==> src/logic/uart_cfg_pkg.sv <==
`default_nettype none

package uart_cfg_pkg;

    // ==============================
    // Serial timing
    // ==============================

    // System clock rate in Hz.
    localparam int CLK_HZ = 1_843_200;

    // Line rate in bits per second.
    localparam int BAUD = 115_200;

    localparam int CLKS_PER_BIT = CLK_HZ / BAUD;
    localparam int HALF_BIT     = CLKS_PER_BIT / 2;

    // ==============================
    // Frame shape
    // ==============================

    localparam int DATA_BITS = 8;

    localparam int DIV_W = $clog2(CLKS_PER_BIT);
    localparam int IDX_W = $clog2(DATA_BITS);

    // Bit-time divider and data-bit index.
    typedef logic [DIV_W-1:0] div_cnt_t;
    typedef logic [IDX_W-1:0] bit_cnt_t;

endpackage

`default_nettype wire

==> src/logic/uart_reg_pkg.sv <==
`default_nettype none

package uart_reg_pkg;

    // ==============================
    // Register map
    // ==============================

    localparam logic [1:0] ADDR_DATA   = 2'd0;
    localparam logic [1:0] ADDR_STATUS = 2'd1;
    localparam logic [1:0] ADDR_CTRL   = 2'd2;

    // Control register bit positions.
    localparam int CTRL_IRQ_EN = 0;

    // Status byte, bit 0 at the bottom.
    typedef struct packed {
        logic [2:0] reserved;
        logic       rx_overrun;
        logic       rx_frame_err;
        logic       rx_valid;
        logic       tx_full;
        logic       tx_busy;
    } uart_status_t;

    // Received byte with its stop-bit check.
    typedef struct packed {
        logic       frame_err;
        logic [7:0] data;
    } rx_word_t;

endpackage

`default_nettype wire

==> src/logic/uart_hold_buf.sv <==
`timescale 1ns/1ps
`default_nettype none

module uart_hold_buf #(
    parameter type payload_t = logic [7:0]
) (
    input  logic     clk,
    input  logic     rst,
    input  logic     put,
    input  payload_t put_data,
    input  logic     take,
    output logic     full,
    output payload_t data
);

    logic load;

    // A put into a full buffer is dropped unless the word leaves on the same cycle.
    assign load = put && (!full || take);

    always_ff @(posedge clk) begin
        if (rst) begin
            full <= 1'b0;
        end else if (load) begin
            full <= 1'b1;
        end else if (take) begin
            full <= 1'b0;
        end
    end

    always_ff @(posedge clk) begin
        if (load) begin
            data <= put_data;
        end
    end

endmodule

`default_nettype wire

==> src/logic/uart_regs.sv <==
`timescale 1ns/1ps
`default_nettype none

module uart_regs (
    input  logic                   clk,
    input  logic                   rst,
    input  logic                   cs,
    input  logic                   rw,
    input  logic [1:0]             addr,
    input  logic [7:0]             data_in,
    output logic [7:0]             data_out,
    output logic                   tx_put,
    output logic [7:0]             tx_put_data,
    input  logic                   tx_full,
    input  logic                   tx_busy,
    input  logic                   rx_full,
    input  uart_reg_pkg::rx_word_t rx_word,
    input  logic                   rx_put,
    output logic                   rx_take,
    output logic                   irq
);

    import uart_reg_pkg::*;

    logic         wr_acc;
    logic         rd_acc;
    logic         status_rd;
    logic         overrun_set;
    logic         rx_overrun;
    logic [7:0]   ctrl;
    logic [7:0]   rd_data;
    uart_status_t status;

    assign wr_acc    = cs && !rw;
    assign rd_acc    = cs && rw;
    assign status_rd = rd_acc && (addr == ADDR_STATUS);
    assign rx_take   = rd_acc && (addr == ADDR_DATA);

    // New word arrives while the old one is still waiting.
    assign overrun_set = rx_put && rx_full && !rx_take;

    always_comb begin
        status              = '0;
        status.tx_busy      = tx_busy;
        status.tx_full      = tx_full;
        status.rx_valid     = rx_full;
        status.rx_frame_err = rx_full && rx_word.frame_err;
        status.rx_overrun   = rx_overrun;
    end

    always_comb begin
        case (addr)
            ADDR_DATA:   rd_data = rx_word.data;
            ADDR_STATUS: rd_data = status;
            ADDR_CTRL:   rd_data = ctrl;
            default:     rd_data = 8'h00;
        endcase
    end

    // ==============================
    // Registers
    // ==============================

    always_ff @(posedge clk) begin
        if (rst) begin
            ctrl       <= '0;
            rx_overrun <= 1'b0;
            data_out   <= '0;
            tx_put     <= 1'b0;
            irq        <= 1'b0;
        end else begin
            if (wr_acc && addr == ADDR_CTRL) begin
                ctrl <= data_in;
            end
            if (overrun_set) begin
                rx_overrun <= 1'b1;
            end else if (status_rd) begin
                rx_overrun <= 1'b0;
            end
            if (rd_acc) begin
                data_out <= rd_data;
            end
            tx_put <= wr_acc && (addr == ADDR_DATA);
            irq    <= rx_full && ctrl[CTRL_IRQ_EN];
        end
    end

    always_ff @(posedge clk) begin
        if (wr_acc && addr == ADDR_DATA) begin
            tx_put_data <= data_in;
        end
    end

endmodule

`default_nettype wire

==> src/logic/uart_rx.sv <==
`timescale 1ns/1ps
`default_nettype none

module uart_rx (
    input  logic                  clk,
    input  logic                  rst,
    input  logic                  rxd,
    output logic                  put,
    output uart_reg_pkg::rx_word_t word
);

    import uart_cfg_pkg::*;

    typedef enum logic [1:0] {
        RX_IDLE,
        RX_START,
        RX_DATA,
        RX_STOP
    } rx_state_t;

    rx_state_t            state;
    div_cnt_t             div_cnt;
    bit_cnt_t             bit_idx;
    logic [DATA_BITS-1:0] shift;
    logic                 rxd_meta;
    logic                 rxd_sync;
    logic                 rxd_prev;
    logic                 fall;
    logic                 half_done;
    logic                 bit_done;
    logic                 sample_data;
    logic                 sample_stop;

    // ==============================
    // Input synchroniser
    // ==============================

    // Idle line is high, so the flops come out of reset at 1.
    always_ff @(posedge clk) begin
        if (rst) begin
            rxd_meta <= 1'b1;
            rxd_sync <= 1'b1;
            rxd_prev <= 1'b1;
        end else begin
            rxd_meta <= rxd;
            rxd_sync <= rxd_meta;
            rxd_prev <= rxd_sync;
        end
    end

    assign fall        = rxd_prev && !rxd_sync;
    assign half_done   = (div_cnt == div_cnt_t'(HALF_BIT - 1));
    assign bit_done    = (div_cnt == div_cnt_t'(CLKS_PER_BIT - 1));
    assign sample_data = (state == RX_DATA) && bit_done;
    assign sample_stop = (state == RX_STOP) && bit_done;

    // ==============================
    // Frame sequencing
    // ==============================

    always_ff @(posedge clk) begin
        if (rst) begin
            state   <= RX_IDLE;
            div_cnt <= '0;
            bit_idx <= '0;
            put     <= 1'b0;
        end else begin
            put <= sample_stop;
            case (state)
                RX_IDLE: begin
                    div_cnt <= '0;
                    if (fall) begin
                        state <= RX_START;
                    end
                end
                RX_START: begin
                    if (half_done) begin
                        // A glitch shorter than half a bit is ignored.
                        state   <= rxd_sync ? RX_IDLE : RX_DATA;
                        div_cnt <= '0;
                        bit_idx <= '0;
                    end else begin
                        div_cnt <= div_cnt + 1'b1;
                    end
                end
                RX_DATA: begin
                    div_cnt <= bit_done ? '0 : div_cnt + 1'b1;
                    if (bit_done) begin
                        if (bit_idx == bit_cnt_t'(DATA_BITS - 1)) begin
                            state <= RX_STOP;
                        end else begin
                            bit_idx <= bit_idx + 1'b1;
                        end
                    end
                end
                default: begin
                    div_cnt <= bit_done ? '0 : div_cnt + 1'b1;
                    if (bit_done) begin
                        state <= RX_IDLE;
                    end
                end
            endcase
        end
    end

    always_ff @(posedge clk) begin
        if (sample_data) begin
            shift <= {rxd_sync, shift[DATA_BITS-1:1]};
        end
    end

    always_ff @(posedge clk) begin
        if (sample_stop) begin
            word.data      <= shift;
            word.frame_err <= !rxd_sync;
        end
    end

endmodule

`default_nettype wire

==> src/logic/uart_top.sv <==
`timescale 1ns/1ps
`default_nettype none

module uart_top (
    input  logic       clk,
    input  logic       rst,
    input  logic       cs,
    input  logic       rw,
    input  logic [1:0] addr,
    input  logic [7:0] data_in,
    input  logic       rxd,
    output logic [7:0] data_out,
    output logic       txd,
    output logic       irq
);

    import uart_reg_pkg::*;

    logic       tx_put;
    logic [7:0] tx_put_data;
    logic       tx_full;
    logic [7:0] tx_byte;
    logic       tx_take;
    logic       tx_busy;
    logic       rx_put;
    rx_word_t   rx_put_word;
    logic       rx_take;
    logic       rx_full;
    rx_word_t   rx_word;

    uart_regs u_regs (
        .clk         (clk),
        .rst         (rst),
        .cs          (cs),
        .rw          (rw),
        .addr        (addr),
        .data_in     (data_in),
        .data_out    (data_out),
        .tx_put      (tx_put),
        .tx_put_data (tx_put_data),
        .tx_full     (tx_full),
        .tx_busy     (tx_busy),
        .rx_full     (rx_full),
        .rx_word     (rx_word),
        .rx_put      (rx_put),
        .rx_take     (rx_take),
        .irq         (irq)
    );

    // ==============================
    // Transmit side
    // ==============================

    uart_hold_buf #(
        .payload_t (logic [7:0])
    ) u_tx_buf (
        .clk      (clk),
        .rst      (rst),
        .put      (tx_put),
        .put_data (tx_put_data),
        .take     (tx_take),
        .full     (tx_full),
        .data     (tx_byte)
    );

    uart_tx u_tx (
        .clk     (clk),
        .rst     (rst),
        .tx_full (tx_full),
        .tx_byte (tx_byte),
        .take    (tx_take),
        .busy    (tx_busy),
        .txd     (txd)
    );

    // ==============================
    // Receive side
    // ==============================

    uart_rx u_rx (
        .clk  (clk),
        .rst  (rst),
        .rxd  (rxd),
        .put  (rx_put),
        .word (rx_put_word)
    );

    uart_hold_buf #(
        .payload_t (rx_word_t)
    ) u_rx_buf (
        .clk      (clk),
        .rst      (rst),
        .put      (rx_put),
        .put_data (rx_put_word),
        .take     (rx_take),
        .full     (rx_full),
        .data     (rx_word)
    );

endmodule

`default_nettype wire

==> src/logic/uart_tx.sv <==
`timescale 1ns/1ps
`default_nettype none

module uart_tx (
    input  logic       clk,
    input  logic       rst,
    input  logic       tx_full,
    input  logic [7:0] tx_byte,
    output logic       take,
    output logic       busy,
    output logic       txd
);

    import uart_cfg_pkg::*;

    typedef enum logic [1:0] {
        TX_IDLE,
        TX_START,
        TX_DATA,
        TX_STOP
    } tx_state_t;

    tx_state_t            state;
    div_cnt_t             div_cnt;
    bit_cnt_t             bit_idx;
    logic [DATA_BITS-1:0] shift;
    logic                 bit_done;
    logic                 start_frame;
    logic                 shift_en;
    logic                 last_bit;

    assign bit_done = (div_cnt == div_cnt_t'(CLKS_PER_BIT - 1));
    assign last_bit = (bit_idx == bit_cnt_t'(DATA_BITS - 1));

    // Back-to-back frames start straight out of the stop bit.
    assign start_frame = tx_full && ((state == TX_IDLE) || (state == TX_STOP && bit_done));
    assign shift_en    = bit_done && ((state == TX_START) || (state == TX_DATA));

    assign take = start_frame;
    assign busy = (state != TX_IDLE) || tx_full;

    // ==============================
    // Frame sequencing
    // ==============================

    always_ff @(posedge clk) begin
        if (rst) begin
            state   <= TX_IDLE;
            div_cnt <= '0;
            bit_idx <= '0;
            txd     <= 1'b1;
        end else if (start_frame) begin
            state   <= TX_START;
            div_cnt <= '0;
            txd     <= 1'b0;
        end else begin
            div_cnt <= (state == TX_IDLE || bit_done) ? '0 : div_cnt + 1'b1;
            case (state)
                TX_START: begin
                    if (bit_done) begin
                        state   <= TX_DATA;
                        bit_idx <= '0;
                        txd     <= shift[0];
                    end
                end
                TX_DATA: begin
                    if (bit_done) begin
                        if (last_bit) begin
                            state <= TX_STOP;
                            txd   <= 1'b1;
                        end else begin
                            bit_idx <= bit_idx + 1'b1;
                            txd     <= shift[0];
                        end
                    end
                end
                TX_STOP: begin
                    if (bit_done) begin
                        state <= TX_IDLE;
                    end
                end
                default: begin
                    txd <= 1'b1;
                end
            endcase
        end
    end

    // LSB first, so the next bit is always at the bottom.
    always_ff @(posedge clk) begin
        if (start_frame) begin
            shift <= tx_byte;
        end else if (shift_en) begin
            shift <= {1'b0, shift[DATA_BITS-1:1]};
        end
    end

endmodule

`default_nettype wire

==> config.mk <==
export PLATFORM = sky130hd
export DESIGN_NAME = uart_top
export DESIGN_NICKNAME = d
export VERILOG_FILES = /design/src/logic/uart_cfg_pkg.sv /design/src/logic/uart_reg_pkg.sv /design/src/logic/uart_hold_buf.sv /design/src/logic/uart_regs.sv /design/src/logic/uart_rx.sv /design/src/logic/uart_top.sv /design/src/logic/uart_tx.sv
export SDC_FILE = /design/constraint.sdc
export NUM_CORES = 1
export LEC_CHECK = 0
export ABC_AREA = 1
export BUFFER_PORTS_ARGS = -buffer_cell sky130_fd_sc_hd__buf_4
export CORE_MARGIN = 2
export CORE_UTILIZATION = 64
export CTS_BUF_LIST = sky130_fd_sc_hd__clkbuf_16
export DETAILED_ROUTE_END_ITERATION = 16
export PLACE_DENSITY_LB_ADDON = 0.2
export SLEW_MARGIN = 10
export SYNTH_ARGS = -nofsm -noshare
export SYNTH_HDL_FRONTEND = slang
export SYNTH_SLANG_ARGS = --single-unit
==> constraint.sdc <==
create_clock -name clk -period 3.4 [get_ports clk]
set_input_delay 0.17 -clock clk [delete_from_list [all_inputs] [get_ports clk]]
set_output_delay 0.17 -clock clk [all_outputs]
set_load 0.02 [all_outputs]
# Yosys cells after proc, flatten, opt, wreduce, memory -nomap -nowiden
# Index checks and enable logic that the tools add are counted.
[word_totals]
latch_bits = 0
ramBits = 0
out_inout_bits = 10
romBits = 0
ff_bits = 94
elab_cells = 148
n_memories = 0
[op_classes]
bitwise = 1
n_eq_ne = 28
addsub = 4
reduce_logical = 50
div_mod_pow = 0
shifts = 0
mux = 38
multipliers = 0
magnitude_cmp = 0
[ops]
columns = ["op", "n"]
rows = [
  ["case mux 8 bit (3 select lines)", 1],
  ["2-to-1 mux 2 bit", 10],
  ["AND reduction 5 bit", 4],
  ["logical AND 1 bit", 18],
  ["2-to-1 mux 3 bit", 6],
  ["2-to-1 mux 8 bit", 2],
  ["!= test 2 x 1 -> 1 bit (second input constant)", 7],
  ["nonzero test 2 bit", 7],
  ["!= test 3 x 2 -> 1 bit (second input constant)", 4],
  ["case mux 2 bit (3 select lines)", 2],
  ["case mux 3 bit (2 select lines)", 2],
  ["2-to-1 mux 1 bit", 11],
  ["== test 2 bit (second input constant)", 5],
  ["adder 4 x 1 -> 4 bit (second input constant)", 2],
  ["== test 4 bit (second input constant)", 2],
  ["2-to-1 mux 4 bit", 2],
  ["!= test 2 bit (second input constant)", 4],
  ["case mux 4 bit (2 select lines)", 1],
  ["adder 3 x 1 -> 3 bit (second input constant)", 2],
  ["== test 2 x 1 -> 1 bit (second input constant)", 3],
  ["== test 3 bit (second input constant)", 2],
  ["zero test 2 bit", 3],
  ["logical OR 1 bit", 6],
  ["nonzero test 3 bit", 2],
  ["9 further kinds", 13],
]

# Longest topological paths before layout
[logic_depth]
word_depth = 7
mapped_depth = 10

# Modules after synthesis
# From an unflattened synthesis, not the netlist that was laid out.
[unflattened]
cells_unflattened = 368
area_unflattened_um2 = 3837.4
[modules_own_cells]
columns = ["module", "cells_each", "area_each_um2", "n_inst"]
rows = [
  ["uart_regs", 125, 1122.3, 1],
  ["uart_rx", 94, 1108.6, 1],
  ["uart_tx", 120, 1001.0, 1],
  ["uart_hold_buf (u_rx_buf)", 15, 317.8, 1],
  ["uart_hold_buf (u_tx_buf)", 14, 287.8, 1],
]

# Worst setup path before layout
# OpenSTA, ideal clock, no wires.
[synth_timing]
path_kind = "register -> register"
startpoint = "register u_tx.state[0]"
endpoint = "register u_tx.shift[0] (enable)"
path_slack_ns = 1.603
setup_time_ns = 0.384
stages_incl_launch_ff = 5
period_less_slack_ns = 1.797
path_buffers = 0
arrival_time_ns = 1.413
cell_sequence = "dfxtp_1 inv_1 ha_1 inv_1 o21ai_0"
[synth_via]
elab_chain_cells = 5
[synth_lines]
columns = ["item", "line", "text"]
rows = [
  ["start, declared", "uart_tx.sv:23", "tx_state_t state;"],
  ["start signal, assigned", "uart_tx.sv:48", "state <= TX_IDLE;"],
  ["start signal, assigned", "uart_tx.sv:53", "state <= TX_START;"],
  ["start signal, assigned", "uart_tx.sv:61", "state <= TX_DATA;"],
  ["== test 2 bit", "uart_tx.sv:36", "assign start_frame = tx_full && ((state == TX_IDLE) || (state == TX_STOP && bit_done));"],
  ["logical AND 1 bit", "uart_tx.sv:36", ""],
  ["logical OR 1 bit", "uart_tx.sv:36", ""],
  ["logical AND 1 bit", "uart_tx.sv:36", ""],
  ["nonzero test 2 bit (no line) *", "--", ""],
  ["end signal, assigned", "uart_tx.sv:92", "shift <= tx_byte;"],
  ["end signal, assigned", "uart_tx.sv:94", "shift <= {1'b0, shift[DATA_BITS-1:1]};"],
  ["end, declared", "uart_tx.sv:26", "logic [DATA_BITS-1:0] shift;"],
]
# Every way passes the cells marked *; elsewhere a longest branch is shown, timed or not.
# A chain may end at the register's enable or synchronous reset.

# Worst setup path in the final report
[layout_timing]
startpoint = "register u_tx.state[0]"
endpoint = "register u_tx.shift[3] (enable)"
# The elaborated chain is that of the path after synthesis.

==> results by group <==
Route
  – Drc violations: 0
  – WL final: 6.36 mm
  – Vias per inst: 5.25
  – DR vias: 2437
  – DRT antenna net count: 0
  – Wire per inst: 13.7 µm
  – DR iter-0 viols: 142
  – TritonRoute pass-1 iters: 4

Setup path
  – Reg2reg end: u_tx.shift[3]$_DFFE_PP_
  – Worst path cell trace: inv_1 -> ha_1 -> inv_1 -> nand2_1 -> nand3_2 -> o21ai_0
  – Reg2reg start: u_tx.state[0]$_SDFFE_PP0P_
  – Worst Path Buf+Inv: 2
  – Critical path class: flop to flop
  – R2r worst-path depth: 6
  – Most frequent CP cell: inv_1
  – Crit Path Max Fanout: 20
  – Delay-heaviest family, CP: compound AO/OA/AOI/OAI gates
  – CP max stage delay: 0.49 ns
  – Crit path launch type: flop
  – Critical Path RT: 3.34 ns
  – CP max-delay cell: o21ai_0
  – Flop-to-flop setup slack: 1.27 ns
  – Crit end category: flop
  – Worst Path Arrival: 2.07 ns

Synth
  – Yosys top cell by area: edfxtp_1
  – Synth Instances: 359
  – Yosys warns: 0
  – Synthesized Nets: 386
  – Synth cell types: 31
  – EDFF count, synth: 50
  – #FFs+latches synth: 94
  – Synth top area share: 40.7%
  – Top-count cell post-synth: nand2_1
  – Ys flop type: edfxtp_1
  – Synth Cell Area: 3690 µm²
  – Top cells by count, synth: nand2_1 (68), edfxtp_1 (50), nor2_1 (46)
  – Async SR Flop Fraction: 0%
  – Avg Inst Size Synth: 10.3 µm²
  – Register area share after synthesis: 64.5%
  – Main area contributors after synthesis: edfxtp_1 (41%), dfxtp_1 (24%), nand2_1 (6.9%), nor2_1 (4.7%), ha_1 (4.1%)

GRT
  – Initial antenna violation count: 0
  – First-pass GRT wire length: 10.7 mm
  – Largest net degree at the start of global routing: 23
  – Gr usage total: 22.1%
  – Vias in the first global route: 2470
  – GRT overflow: 0

Placement
  – Port Buffer Count: 24
  – GPL Wtd Cong: 0.831
  – DP HPWL: 4.55 mm

Timing
  – Max Slew Vio Count: 0
  – Final setup fails: 0
  – Setup TNS: 0 ns
  – Slew headroom: 27.2%
  – Unrepaired setup endpoints after global routing: no
  – Final Cycle Share: 62.6%
  – Least-Margin Pin Slew: 1.08 ns
  – Final min period: 2.13 ns
  – Worst hold slack: 0.0187 ns
  – Max Clock Skew: 0.00757 ns
  – Final Hold Vio Count: 0
  – Max Fclk: 0.470 GHz

Floorplanning
  – Core ar.: 5540 µm²
  – IO Pins: 25
  – Die width: 79.9 µm
  – Die area: 6390 µm²
  – Die Y: 79.9 µm
  – Row count: 27
  – Initial Utilization: 66.6%

Flow run
  – Maxcap violations: 0

CTS
  – H-Tree Level Count: 3
  – # clock sinks: 94
  – Worst-path clk slew: 0.07 ns
  – CTS Root Cell: clkbuf_16
  – CTS Buf Count: 9
  – Number of buffers added for setup after CTS: 0
  – CTS tree: yes
  – Resized cells post-CTS: 0
  – Clk buf depth: 2
  – Hold Buf Count CTS: 0
  – Worst-skew pair later-pin latency: 0.33 ns

Layout
  – # diodes: 0
  – Synth-to-Final Area Change: 14.5%
  – Post-Route Utilization: 76.3%
  – Share of cells above drive strength 1: 14.8%
  – Final Net Count: 414

Pwr
  – PwrDens: 589 nW/µm²
  – Leak pwr: 1.71 nW
  – VDD IR-drop max: 0.395 mV

Hold path
  – Hold depth: 1
  – Hold Crit Endpoint: u_regs.tx_put_data[7]$_DFFE_PP_
  – Hold wc startpoint: data_in[7]
  – Worst min path class: input pin to flop

Status
  – Outcome: finished, final reports clean
[area by class of cell]
class	count	area [µm²]
Clock buffer	9	225
Clock inverter	7	86.3
Fill cell	374	1320
Inverter	42	158
Multi-Input combinational cell	216	1100
Sequential cell	94	2380
Tap cell	72	90.1
Timing Repair Buffer	24	180
[stage by stage]
stage | worst slack [ns] | area, µm² | instances | power, W
2_1_floorplan | 1.60 | 3690 | 359 | 0.00144
3_3_place_gp | 1.44 | 3910 | 448 | 0.00148
3_5_place_dp | 1.31 | 3910 | 448 | 0.00149
4_1_cts | 1.30 | 4230 | 464 | 0.00251
5_1_grt | 1.08 | 4230 | 464 | 0.00260
6_report | 1.27 | 4230 | 464 | 0.00249
[cell families after synthesis]
group                    synth area share, %
AO/OA/AOI/OAI                           6.14
AND/OR/NAND/NOR                         18.7
flip-flops                              64.5
adder cells (fa/ha/maj)                 4.07
buffers and inverters                   5.56
XOR/XNOR                               0.949
[layout by cell type (no fill, tap or decap), types with 3 or more instances in the layout]
cell type | Yosys | final
nand2_1 | 68 | 68
edfxtp_1 | 50 | 50
nor2_1 | 46 | 46
dfxtp_1 | 44 | 44
inv_1 | 37 | 37
o21ai_0 | 25 | 25
buf_4 | 1 | 24
nand3_1 | 20 | 20
a21oi_1 | 12 | 12
ha_1 | 12 | 12
clkbuf_16 | 0 | 9
nor3_1 | 4 | 4
inv_2 | 4 | 4
nor2_2 | 3 | 3
nand3_2 | 3 | 3
nand2_2 | 3 | 3
a31oi_1 | 3 | 3
or2_2 | 3 | 3
[where the power goes]
| part | internal, W | total, W | switching [W] | leakage (nW) |
|---|---|---|---|---|
| registers | 0.00122 | 0.00125 | 0.0000265 | 0.808 |
| logic | 0.0000779 | 0.000220 | 0.000142 | 0.753 |
| clock network | 0.000586 | 0.00102 | 0.000436 | 0.150 |
[routing by layer]
layer / track usage [%] / share of wire (%) / up-vias
li1: - / - / 1239
met5: 0 / 0 / -
met4: 10.2 / 1.3 / 0
met2: 40.5 / 54 / 56
met1: 24.3 / 41 / 1131
met3: 4.64 / 3.5 / 11
[sequential cells by signal (all words and copies together) (netlist names), 2 cells and up]
register / count
u_tx.bit_idx: 3
u_regs.tx_put_data: 8
u_rx.word: 9
u_rx_buf.data: 9
u_regs.data_out: 8
u_rx.shift: 8
u_rx.state: 2
u_rx.div_cnt: 4
u_regs.ctrl: 8
u_tx.div_cnt: 4
u_tx_buf.data: 8
u_rx.bit_idx: 3
u_tx.state: 2
u_tx.shift: 8
[how the worst max path moves through the flow]
stage	end	cells after the start	slack, ns	startpoint
3_5_place_dp	u_tx.shift[6]$_DFFE_PP_	4	1.31	u_tx.state[0]$_SDFFE_PP0P_
5_1_grt	u_tx.shift[1]$_DFFE_PP_	6	1.08	u_tx.state[0]$_SDFFE_PP0P_
3_3_place_gp	u_tx.shift[7]$_SDFFCE_PN0P_	4	1.44	u_tx.state[0]$_SDFFE_PP0P_
2_1_floorplan	u_tx.shift[0]$_DFFE_PP_	4	1.60	u_tx.state[0]$_SDFFE_PP0P_
6_report	u_tx.shift[3]$_DFFE_PP_	6	1.27	u_tx.state[0]$_SDFFE_PP0P_
4_1_cts	u_tx.shift[1]$_DFFE_PP_	6	1.30	u_tx.state[0]$_SDFFE_PP0P_
No activity file was read; power rests on OpenSTA's default activity.
